## config.mk

```make
export PLATFORM = sky130hd
export DESIGN_NAME = frame_sender
export DESIGN_NICKNAME = d
export VERILOG_FILES = /design/src/common/frame_pkg.sv /design/src/common/frame_count_if.sv /design/src/frame_sequencer.sv /design/src/section_counters.sv /design/src/byte_request.sv /design/src/frame_sender.sv
export SDC_FILE = /design/constraint.sdc
export NUM_CORES = 1
export LEC_CHECK = 0
export BUFFER_PORTS_ARGS = -buffer_cell sky130_fd_sc_hd__clkbuf_2
export CAP_MARGIN = 20
export CORE_MARGIN = 1
export CORE_UTILIZATION = 34
export CTS_CLUSTER_DIAMETER = 120
export CTS_CLUSTER_SIZE = 12
export DETAILED_ROUTE_END_ITERATION = 10
export PLACE_DENSITY = 0.57
export SYNTH_ARGS = -nofsm -noshare
export SYNTH_HDL_FRONTEND = slang
export SYNTH_HIERARCHICAL = 1
export SYNTH_SLANG_ARGS = --single-unit
```

## constraint.sdc

```tcl
create_clock -name clock -period 2.85 [get_ports clock]
set_clock_uncertainty 0.15 [all_clocks]
set_input_delay 0.1425 -clock clock [delete_from_list [all_inputs] [get_ports clock]]
set_output_delay 0.1425 -clock clock [all_outputs]
set_load 0.02 [all_outputs]
```

## src/common/frame_pkg.sv

```systemverilog
package frame_pkg;

        // wide enough for item indices and for the running byte number
        localparam int INDEX_W = 8;

        // frame sections in the order they go out on the wire
        typedef enum logic [2:0] {
                SEC_SCORE,
                SEC_SHIP,
                SEC_AST_POS,
                SEC_AST_OPCODE,
                SEC_SHOT_POS,
                SEC_SHOT_OPCODE,
                SEC_SPECIAL,
                SEC_FOOTER
        } section_t;

        // sequencer states; the section is tracked in its own register
        typedef enum logic [2:0] {
                ST_IDLE,
                ST_CLEAR,
                ST_START,
                ST_WAIT,
                ST_ADVANCE
        } state_t;

endpackage

```

## src/common/frame_count_if.sv

```systemverilog
`timescale 1ns/1ps

interface frame_count_if;
        import frame_pkg::*;

        logic                 clear;
        logic                 advance;
        section_t             section;
        logic                 item_last;
        logic [INDEX_W-1:0]   item_index;

        modport sequencer (
                output clear,
                output advance,
                output section,
                input  item_last
        );

        modport counters (
                input  clear,
                input  advance,
                input  section,
                output item_last,
                output item_index
        );

endinterface

```

## src/frame_sequencer.sv

```systemverilog
`timescale 1ns/1ps

module frame_sequencer (
        input  logic clock,
        input  logic reset,
        input  logic send,
        input  logic tx_done,
        frame_count_if.sequencer count,
        output logic start,
        output logic clear,
        output logic frame_done
);
        import frame_pkg::*;

        state_t   state;
        state_t   state_next;
        section_t section;
        logic     frame_end;

        // footer's last item has gone out
        assign frame_end = (state == ST_ADVANCE) && count.item_last &&
                           (section == SEC_FOOTER);

        function automatic section_t next_section(input section_t sec);
                section_t nxt;
                case (sec)
                        SEC_SCORE:       nxt = SEC_SHIP;
                        SEC_SHIP:        nxt = SEC_AST_POS;
                        SEC_AST_POS:     nxt = SEC_AST_OPCODE;
                        SEC_AST_OPCODE:  nxt = SEC_SHOT_POS;
                        SEC_SHOT_POS:    nxt = SEC_SHOT_OPCODE;
                        SEC_SHOT_OPCODE: nxt = SEC_SPECIAL;
                        SEC_SPECIAL:     nxt = SEC_FOOTER;
                        default:         nxt = SEC_FOOTER;
                endcase
                return nxt;
        endfunction

        always_ff @(posedge clock or posedge reset) begin
                if (reset) begin
                        state <= ST_IDLE;
                end else begin
                        state <= state_next;
                end
        end

        always_comb begin
                state_next = state;
                case (state)
                        ST_IDLE: begin
                                if (send) begin
                                        state_next = ST_CLEAR;
                                end
                        end
                        ST_CLEAR:   state_next = ST_START;
                        ST_START:   state_next = ST_WAIT;
                        ST_WAIT: begin
                                if (tx_done) begin
                                        state_next = ST_ADVANCE;
                                end
                        end
                        ST_ADVANCE: state_next = frame_end ? ST_IDLE : ST_START;
                        default:    state_next = ST_IDLE;
                endcase
        end

        // counters have not moved yet in ST_ADVANCE, so item_last still
        // refers to the byte that just finished
        always_ff @(posedge clock or posedge reset) begin
                if (reset) begin
                        section    <= SEC_SCORE;
                        frame_done <= 1'b0;
                end else begin
                        frame_done <= frame_end;
                        if (state == ST_CLEAR) begin
                                section <= SEC_SCORE;
                        end else if (state == ST_ADVANCE && count.item_last &&
                                     section != SEC_FOOTER) begin
                                section <= next_section(section);
                        end
                end
        end

        assign start         = (state == ST_START);
        assign clear         = (state == ST_CLEAR);
        assign count.clear   = clear;
        assign count.advance = (state == ST_ADVANCE);
        assign count.section = section;

endmodule

```

## src/section_counters.sv

```systemverilog
`timescale 1ns/1ps

module section_counters #(
        parameter int N_ASTEROIDS    = 4,
        parameter int N_SHOTS        = 3,
        parameter int N_OPCODE_BYTES = 2,
        parameter int N_FOOTER       = 2
) (
        input  logic clock,
        input  logic reset,
        frame_count_if.counters count
);
        import frame_pkg::*;

        localparam logic [INDEX_W-1:0] AST_LAST    = INDEX_W'(N_ASTEROIDS - 1);
        localparam logic [INDEX_W-1:0] SHOT_LAST   = INDEX_W'(N_SHOTS - 1);
        localparam logic [INDEX_W-1:0] OPCODE_LAST = INDEX_W'(N_OPCODE_BYTES - 1);
        localparam logic [INDEX_W-1:0] FOOTER_LAST = INDEX_W'(N_FOOTER - 1);

        logic [INDEX_W-1:0] ast_count;
        logic [INDEX_W-1:0] shot_count;
        logic [INDEX_W-1:0] opcode_count;
        logic [INDEX_W-1:0] footer_count;

        always_ff @(posedge clock or posedge reset) begin
                if (reset) begin
                        ast_count    <= '0;
                        shot_count   <= '0;
                        opcode_count <= '0;
                        footer_count <= '0;
                end else if (count.clear) begin
                        ast_count    <= '0;
                        shot_count   <= '0;
                        opcode_count <= '0;
                        footer_count <= '0;
                end else if (count.advance && !count.item_last) begin
                        case (count.section)
                                SEC_AST_POS:     ast_count    <= ast_count + 1'b1;
                                SEC_AST_OPCODE,
                                SEC_SHOT_OPCODE: opcode_count <= opcode_count + 1'b1;
                                SEC_SHOT_POS:    shot_count   <= shot_count + 1'b1;
                                SEC_FOOTER:      footer_count <= footer_count + 1'b1;
                                default:         ;
                        endcase
                end else if (count.advance && count.section == SEC_AST_OPCODE) begin
                        // shared opcode counter restarts for the shot opcodes
                        opcode_count <= '0;
                end
        end

        always_comb begin
                count.item_index = '0;
                count.item_last  = 1'b1;
                case (count.section)
                        SEC_AST_POS: begin
                                count.item_index = ast_count;
                                count.item_last  = (ast_count == AST_LAST);
                        end
                        SEC_AST_OPCODE, SEC_SHOT_OPCODE: begin
                                count.item_index = opcode_count;
                                count.item_last  = (opcode_count == OPCODE_LAST);
                        end
                        SEC_SHOT_POS: begin
                                count.item_index = shot_count;
                                count.item_last  = (shot_count == SHOT_LAST);
                        end
                        SEC_FOOTER: begin
                                count.item_index = footer_count;
                                count.item_last  = (footer_count == FOOTER_LAST);
                        end
                        default: ;
                endcase
        end

endmodule

```

## src/byte_request.sv

```systemverilog
`timescale 1ns/1ps

module byte_request (
        input  logic                           clock,
        input  logic                           reset,
        input  logic                           start,
        input  logic                           clear,
        input  frame_pkg::section_t            section,
        input  logic [frame_pkg::INDEX_W-1:0]  item_index,
        output logic                           tx_start,
        output frame_pkg::section_t            tx_section,
        output logic [frame_pkg::INDEX_W-1:0]  tx_index,
        output logic [frame_pkg::INDEX_W-1:0]  tx_byte_number
);
        import frame_pkg::*;

        // bytes already requested in this frame
        logic [INDEX_W-1:0] byte_count;

        always_ff @(posedge clock or posedge reset) begin
                if (reset) begin
                        tx_start       <= 1'b0;
                        byte_count     <= '0;
                        tx_byte_number <= '0;
                end else begin
                        tx_start <= start;
                        if (clear) begin
                                byte_count     <= '0;
                                tx_byte_number <= '0;
                        end else if (start) begin
                                tx_byte_number <= byte_count;
                                byte_count     <= byte_count + 1'b1;
                        end
                end
        end

        // section and index hold until the next request
        always_ff @(posedge clock) begin
                if (start) begin
                        tx_section <= section;
                        tx_index   <= item_index;
                end
        end

endmodule

```

## src/frame_sender.sv

```systemverilog
`timescale 1ns/1ps

module frame_sender #(
        parameter int N_ASTEROIDS    = 4,
        parameter int N_SHOTS        = 3,
        parameter int N_OPCODE_BYTES = 2,
        parameter int N_FOOTER       = 2
) (
        input  logic                           clock,
        input  logic                           reset,
        input  logic                           send,
        input  logic                           tx_done,
        output logic                           tx_start,
        output frame_pkg::section_t            tx_section,
        output logic [frame_pkg::INDEX_W-1:0]  tx_index,
        output logic [frame_pkg::INDEX_W-1:0]  tx_byte_number,
        output logic                           frame_done
);

        logic start;
        logic clear;

        frame_count_if count ();

        frame_sequencer u_sequencer (
                .clock      (clock),
                .reset      (reset),
                .send       (send),
                .tx_done    (tx_done),
                .count      (count.sequencer),
                .start      (start),
                .clear      (clear),
                .frame_done (frame_done)
        );

        section_counters #(
                .N_ASTEROIDS    (N_ASTEROIDS),
                .N_SHOTS        (N_SHOTS),
                .N_OPCODE_BYTES (N_OPCODE_BYTES),
                .N_FOOTER       (N_FOOTER)
        ) u_counters (
                .clock (clock),
                .reset (reset),
                .count (count.counters)
        );

        byte_request u_request (
                .clock          (clock),
                .reset          (reset),
                .start          (start),
                .clear          (clear),
                .section        (count.section),
                .item_index     (count.item_index),
                .tx_start       (tx_start),
                .tx_section     (tx_section),
                .tx_index       (tx_index),
                .tx_byte_number (tx_byte_number)
        );

endmodule

```

==> results of run 1 <==
## through the flow
step,power (uW),util (%),cell area [um2]
3_5_place_dp,1980,37.7,3910
2_1_floorplan,1770,-,3660
6_report,2760,40.1,4150
4_1_cts,2800,40.1,4150
5_1_grt,2930,40.1,4150
3_3_place_gp,1960,37.7,3910
## cell families after synthesis
group | share of synthesized area, %
adders and majority gates | 2.05
and+or+nand+nor | 24.9
muxes | 5.23
DFF | 47.3
AOI/OAI and AO/OA | 11.7
xor gates and xnor gates | 4.55
buffers and inverters | 4.27
## what timing repair did
item | CTS | global route
resized for setup | 0 | 0
endpoints found under the hold margin | 59 | 0
hold buffers | 4 | 0
## synth_stat cells, drive strengths merged (2+ instances only)
cell	count	area [um2]
nand4bb	2	22.5
nor4	5	37.5
nand4b	2	17.5
nor2b	6	45.0
nand4	13	81.3
o31ai	2	15.0
xnor2	8	70.1
nor4b	2	17.5
nand2	31	116
inv	6	22.5
nand3	12	60.1
a21o	3	22.5
buf	11	98.8
edfxtp	11	330
and2	4	25.0
a22o	9	78.8
and3	4	25.0
a21oi	10	50.1
xor2	11	96.3
clkbuf	9	35.0
nand3b	2	15.0
a31oi	2	12.5
mux2	5	71.3
or4	4	33.8
or3	6	37.5
a221o	4	40.0
a22oi	6	45.0
nand2b	4	25.0
nor3b	5	58.8
nor3	14	85.1
nor2	37	141
a21boi	2	15.0
or2	3	18.8
dfrtp	56	1400
ha	6	75.1
o21ai	10	50.1
mux2i	12	120
## worst max-delay path, stage by stage (launching register included)
cell and delay [ps]:
dfrtp_1 450, or4_4 550, nor4_2 190, a31o_4 310, nor2_1 60, nand2_1 120
nand4bb_1 160, nor3_1 200, nor3_1 60
## power by group
part	internal (uW)	total, uW	switching [uW]	leakage (uW)
sequential	1110	1230	112	0.000878
combinational	259	738	479	0.000809
clock	384	801	418	0.000101
total	1760	2760	1010	0.00179
## flip-flops by register name (all words and copies together), names as in the netlist
register,count
u_request/byte_count,8
u_request/tx_byte_number,8
u_request/tx_section,3
u_counters/footer_count,8
u_counters/ast_count,8
u_request/tx_start,1
u_counters/opcode_count,8
u_sequencer/frame_done,1
u_sequencer/state,3
u_request/tx_index,8
u_counters/shot_count,8
u_sequencer/count.section,3
## metal layers
metal / vias up / GRT usage, % / routed length (um)
met4: 0 / 6.85 / 163
li1: 1350 / - / -
met5: - / 0 / 0
met3: 13 / 3.40 / 364
met1: 1382 / 20.4 / 3810
met2: 71 / 24.6 / 3730
## worst paths after layout
path	slack, ps	from	endpoint	cells past startpoint
setup / recovery	470	u_counters/opcode_count[5]	u_sequencer/count.section[1]	8
hold / removal	120	reset	u_sequencer/state[2]	3
setup reg to reg	470	u_counters/opcode_count[5]	u_sequencer/count.section[1]	8
hold reg to reg	380	u_request/tx_byte_number[7]	u_request/tx_byte_number[7]	2
max in group asynchronous	1860	reset	u_request/byte_count[0]	3
min in group clock	380	u_request/tx_byte_number[7]	u_request/tx_byte_number[7]	2
## layout by cell type (no fill, tap or decap), types with 3 or more instances in the layout
| cell type | n |
|---|---|
| dfrtp_1 | 56 |
| nor2_1 | 36 |
| nand2_1 | 31 |
| clkbuf_2 | 24 |
| nand4_1 | 13 |
| buf_4 | 12 |
| nand3_1 | 12 |
| mux2i_1 | 12 |
| xor2_1 | 11 |
| nor3_1 | 11 |
| edfxtp_1 | 11 |
| o21ai_0 | 10 |
| a21oi_1 | 10 |
| clkbuf_8 | 9 |
| a22o_1 | 9 |
| xnor2_1 | 8 |
| or3_1 | 6 |
| inv_1 | 6 |
| a22oi_1 | 6 |
| ha_1 | 6 |
| nor2b_1 | 5 |
| dlygate4sd3_1 | 4 |
| and3_1 | 4 |
| nand2b_1 | 4 |
| nor4_1 | 4 |
| mux2_4 | 4 |
| a221o_1 | 4 |
| and2_1 | 4 |
| nor3b_2 | 3 |
| or4_1 | 3 |
| a21o_1 | 3 |
| nor3_2 | 3 |
## cell type report
type	instances	share of cell area, %
well taps	136	4.10
flip-flops and latches	67	41.7
inverters	6	0.542
multi-input cells	261	42.8
clock inverters	6	1.30
repair buffers	40	6.02
clock buffers	10	3.58
==> metrics, run 1 <==
DR pass1 iterations=5; GRT overflow=0; final antenna-violating net count=0; Critical Path RT=2930 ps; Avg Vias per Cell=5.35; largest net degree at the start of global routing=33; routability cong.=0.801; vias in the first global route=2624; die area=11200 um2; Storage cell area=1730 um2; FFs w/ async S/R, synth=83.6%; worst setup margin=470 ps; GRT Util Overall=15.6%; Final HPWL DP=5.64 mm; Clk Latency, worst-skew pair=360 ps; Max Cap Violations=0; pwr dens=666 nW/um2; CP Capture Type=flop; Multi-input gate area=1780 um2; initial core utilization=35.3%; CTS tree=built; Syn Nets=364; Initial DRC Count=130; syn_area_per_cell=10.3 um2; Synth Flop Type=dfrtp_1; final period utilization=83.5%; # fillers=1029; Diodes inserted=0; clk root buf=clkbuf_8; DRC errors left=0; Final Critical Period=2380 ps; f_max=420 MHz; Non-Filler Instances=526; CP Class=flop to flop; wire per inst=15.3 um; DRT Wirelength=8.07 mm; Mapped Area=3660 um2; share of cells above drive strength 1=19.0%; first-pass GRT wire length=13.5 mm; Max Slew Vio Count=0; worst slew pin tran=642 ps; DP Worst Slack=481 ps; startpoint types=flop; Clock Sinks=67; Yosys warnings=6; Inserted Clock Buffers=9; initial antenna violation count=0; core area=10400 um2; RSZ-0062 raised after global routing=false; worst-case vdd ir drop=267 uV; hold_ws=121 ps; die width=106 um; status=finished clean; worst hold path class=input pin to asynchronous set/reset pin; final setup TNS=0 ps; final setup vio count=0; Worst Path Max Fanout=12; WP data arrival=2460 ps; Post-CTS Setup Bufs=0; placed cell count=506; die height=106 um; Hold Vio Cnt, Final=0; vias after detailed routing=2816; Port Buffers=24; P_leak=0.00179 uW; Synth cell types=65; Synth Instances=354; Slew headroom=57.2%; synth-to-layout area growth=13.5%; Site Rows=37; register area share after synthesis=47.3%; #FFs+latches synth=67; clk slew on worst S/H paths=80 ps; I/O Pins=25; CTS Buffer Depth=2; Post-synth EDFFs=11; Final nets=395; H-tree depth=3
Power figures use the tool's default switching activity.
==> run 2, diff against run 1 <==
Settings changed: PLACE_DENSITY 0.57 to 0.55.
Clock period 2.85 ns to 2.3 ns, I/O delays scaled along.
==> metrics, run 2 (synthesis gave the netlist of run 1 again) <==
status=finished clean; Non-Filler Instances=558; Port Buffers=24; CP Capture Type=flop; worst setup margin=98.5 ps; Sequential Power Share=41.9%; combinational fraction of design power=29.4%; Diodes inserted=0; Initial DRC Count=202; die area=11200 um2; I/O Pins=25; CTS Buffer Depth=2; final setup TNS=0 ps; Critical Path RT=2370 ps; Site Rows=37; vias after detailed routing=2880; CP Class=flop to flop; GRT Util Overall=16.4%; most frequent cells in the layout=dfrtp_1, buf_4, nor2_1, nand2_1, clkbuf_2; clk slew on worst S/H paths=90 ps; GRT overflow=0; routability cong.=0.823; Reg-to-Reg End=u_sequencer/count.section[1]; initial antenna violation count=0; Reg2Reg Depth=8; Max Slew Vio Count=0; internal power=2320 uW; f_max=454 MHz; r2r setup slk=100 ps; Max Cap Violations=0; Clk Latency, worst-skew pair=350 ps; Avg Vias per Cell=5.16; Worst Path Max Fanout=3; Slew headroom=57.3%; Inserted Clock Buffers=9; P_leak=0.00197 uW; DP Worst Slack=85.3 ps; initial core utilization=35.3%; worst-case vdd ir drop=362 uV; share of cells above drive strength 1=26.1%; commonest non-fill, non-tap cell in the layout=dfrtp_1; startpoint types=flop; die height=106 um; largest net degree at the start of global routing=33; final period utilization=95.7%; Clock Sinks=67; synth-to-layout area growth=21.4%; Clk pwr share=28.7%; Final Power=3570 uW; clk root buf=clkbuf_8; r2r startpoint=u_counters/footer_count[4]; DRT Wirelength=8.47 mm; placed cell count=538; pwr dens=803 nW/um2; P_sw=1250 uW; H-tree depth=3; Hold Vio Cnt, Final=0; Final nets=427; Final Critical Period=2200 ps; first-pass GRT wire length=14.2 mm; vias in the first global route=2765; Final HPWL DP=6.03 mm; DRC errors left=0; DR pass1 iterations=4; worst slew pin tran=640 ps; wire per inst=15.2 um; die width=106 um; worst hold path class=input pin to asynchronous set/reset pin; Sw Share=35.1%; final setup vio count=0; CTS tree=built; WP data arrival=2270 ps; core area=10400 um2; final antenna-violating net count=0
## run 2: worst max path at each step
| stage | endpoint | depth (start not counted) | slack, ps | start |
|---|---|---|---|---|
| floorplan | u_sequencer/count.section[1] | 10 | 50 | u_sequencer/count.section[2] |
| global placement | u_counters/opcode_count[1] | 5 | 130 | u_counters/opcode_count[5] |
| detailed placement | u_counters/opcode_count[1] | 5 | 90 | u_sequencer/count.section[2] |
| CTS | u_counters/opcode_count[1] | 5 | 60 | u_sequencer/count.section[2] |
| global route | u_sequencer/count.section[1] | 10 | -10 | u_counters/shot_count[0] |
| finish | u_sequencer/count.section[1] | 8 | 100 | u_counters/footer_count[4] |
## run 2: cell type report
class	instances	area [um2]
Clock inverter	5	40.0
Tap cell	136	170
Sequential cell	67	1730
Timing Repair Buffer	72	503
Inverter	6	22.5
Clock buffer	11	174
Fill cell	1019	5930
Multi-Input combinational cell	261	1800
## run 2: critical path: stages (launching register included)
cell	delay (ps)
dfrtp_1	380
or4_1	590
nor3_2	210
a31o_4	120
nor2_1	40
nand2_1	90
nand4bb_1	190
nor3_2	220
nor3_1	60
## run 2: stage by stage
stage          instance area (um2)  utilization (%)  hold slack, ps
6_report                      4440             42.8             119
5_1_grt                       4440             42.8             141
4_1_cts                       4420             42.7             109
3_5_place_dp                  4170             40.2           -63.9
3_3_place_gp                  4170             40.2           -66.2
2_1_floorplan                 3660                -            -232
## run 2: timing repair
item,4_1_cts,5_1_grt
endpoints found under the hold margin,59,0
endpoints found under the setup margin,0,9
buffers inserted,0,0
gates resized for setup,0,5
hold buffers,4,0
## run 2: power by group through the flow
stage / Clock (uW) / Sequential [uW] / Combinational [uW]
floorplan: 0 / 1630 / 563
global placement: 0 / 1520 / 1020
detailed placement: 0 / 1520 / 1030
CTS: 1060 / 1490 / 1050
global route: 1120 / 1520 / 1160
finish: 1030 / 1490 / 1050
## run 2: metal layers
metal / routed length [um] / share of wire (%) / track usage [%] / vias up
met3: 295 / 3.5 / 3.71 / 6
li1: - / - / - / 1418
met1: 4060 / 48 / 22.4 / 1408
met4: 78 / 0.92 / 5.65 / 0
met2: 4030 / 48 / 25.5 / 48
met5: 0 / 0 / 0 / -
==> run 3, diff against run 2 <==
Settings changed: CELL_PAD_IN_SITES_DETAIL_PLACEMENT set to 1, CELL_PAD_IN_SITES_GLOBAL_PLACEMENT set to 1, CORE_MARGIN 1 to 10, PLACE_DENSITY 0.55 to 0.65.
==> metrics, run 3 (synthesis gave the netlist of run 1 again) <==
status=finished clean; worst hold path class=input pin to asynchronous set/reset pin; crit path from=u_sequencer/count.section[2]; P_leak=0.00198 uW; synth-to-layout area growth=22.7%; CP Class=flop to flop; CP Capture Type=flop; Hold Vio Cnt, Final=0; Critical Path RT=2440 ps; f_max=446 MHz; vias in the first global route=3173; DRT Wirelength=10.5 mm; wire per inst=18.8 um; H-tree depth=3; initial core utilization=35.1%; DRC errors left=0; I/O Pins=25; final antenna-violating net count=0; fin util=43.1%; Clk Latency, worst-skew pair=370 ps; vias after detailed routing=3025; WP data arrival=2380 ps; routability cong.=0.831; Reg-to-Reg End=u_counters/footer_count[2]; clk slew on worst S/H paths=80 ps; Diodes inserted=0; Final Power=3660 uW; placed cell count=539; Max Slew Vio Count=0; Slew headroom=56.0%; core area=10400 um2; Worst Path Max Fanout=11; Final Critical Period=2240 ps; die area=15300 um2; r2r setup slk=60 ps; Reg2Reg Depth=7; final setup vio count=0; worst slew pin tran=660 ps; CTS Buffer Depth=2; Avg Vias per Cell=5.40; final period utilization=97.6%; DR pass1 iterations=4; largest net degree at the start of global routing=33; CP endpoint=u_counters/footer_count[2]; Final nets=429; Final HPWL DP=7.60 mm; GRT Util Overall=14.2%; Inserted Clock Buffers=9; die height=124 um; startpoint types=flop; Port Buffers=24; pwr dens=814 nW/um2; Site Rows=37; r2r startpoint=u_sequencer/count.section[2]; first-pass GRT wire length=17.0 mm; worst-case vdd ir drop=444 uV; CTS tree=built; die width=124 um; Clock Sinks=67; Non-Filler Instances=560; initial antenna violation count=0; GRT overflow=0; Initial DRC Count=184; commonest non-fill, non-tap cell in the layout=dfrtp_1; Max Cap Violations=0; share of cells above drive strength 1=28.3%; clk root buf=clkbuf_8; most frequent cells in the layout=dfrtp_1, buf_4, nor2_1, nand2_1, clkbuf_2
-- run 3: final cells by class --
type,count,area [um2]
clock buffer,9,124
clock inverter,7,81.3
fill,1192,5930
inverter,6,22.5
multi-input combinational,261,1840
sequential,67,1730
tap,136,170
timing repair buffer,74,515
-- run 3: how the worst min path moves through the flow --
stage	slack, ps	to	depth (start not counted)	startpoint
after floorplan	-230	u_sequencer/count.section[0]	1	reset
after global placement	-70	u_sequencer/frame_done	2	reset
after detailed placement	-60	u_sequencer/frame_done	2	reset
after CTS	90	u_sequencer/count.section[1]	3	reset
after global routing	130	u_sequencer/count.section[1]	3	reset
final	100	u_sequencer/count.section[1]	3	reset
-- run 3: repair_timing --
action | CTS | global route
setup buffers | 0 | 2
hold buffers | 3 | 0
endpoints found under the setup margin | 3 | 17
gates resized for setup | 2 | 10
hold endpoints to repair | 59 | 0
-- run 3: per-stage QoR --
step / TNS [ps] / cell area (um2) / setup WS (ps) / hold WS [ps]
after floorplan: 0 / 3660 / 52.9 / -232
after global placement: 0 / 4180 / 17.1 / -68.1
after detailed placement: 0 / 4180 / 7.26 / -59.2
after CTS: 0 / 4420 / 51.2 / 92.4
after global routing: -61.3 / 4490 / -23.5 / 128
final: 0 / 4490 / 55.6 / 104
-- run 3: per-layer routing --
metal,wire [um],vias up,track usage (%)
met4,164,0,4.51
met3,462,12,3.62
met2,5120,48,22.7
li1,-,1413,-
met1,4770,1552,18.3
met5,0,-,0
-- run 3: power breakdown --
| group | switching, uW | internal (uW) | leakage (uW) |
|---|---|---|---|
| Clock | 528 | 517 | 0.000101 |
| Combinational | 682 | 408 | 0.00101 |
| Sequential | 141 | 1380 | 0.000875 |
| Total | 1350 | 2310 | 0.00198 |
-- run 3: worst max-delay path: stages, from the launching register on --
cell	delay (ps)
dfrtp_2	480
buf_4	160
nor2b_1	70
o21a_1	230
a31o_4	240
buf_4	180
or4_1	470
a21oi_1	180
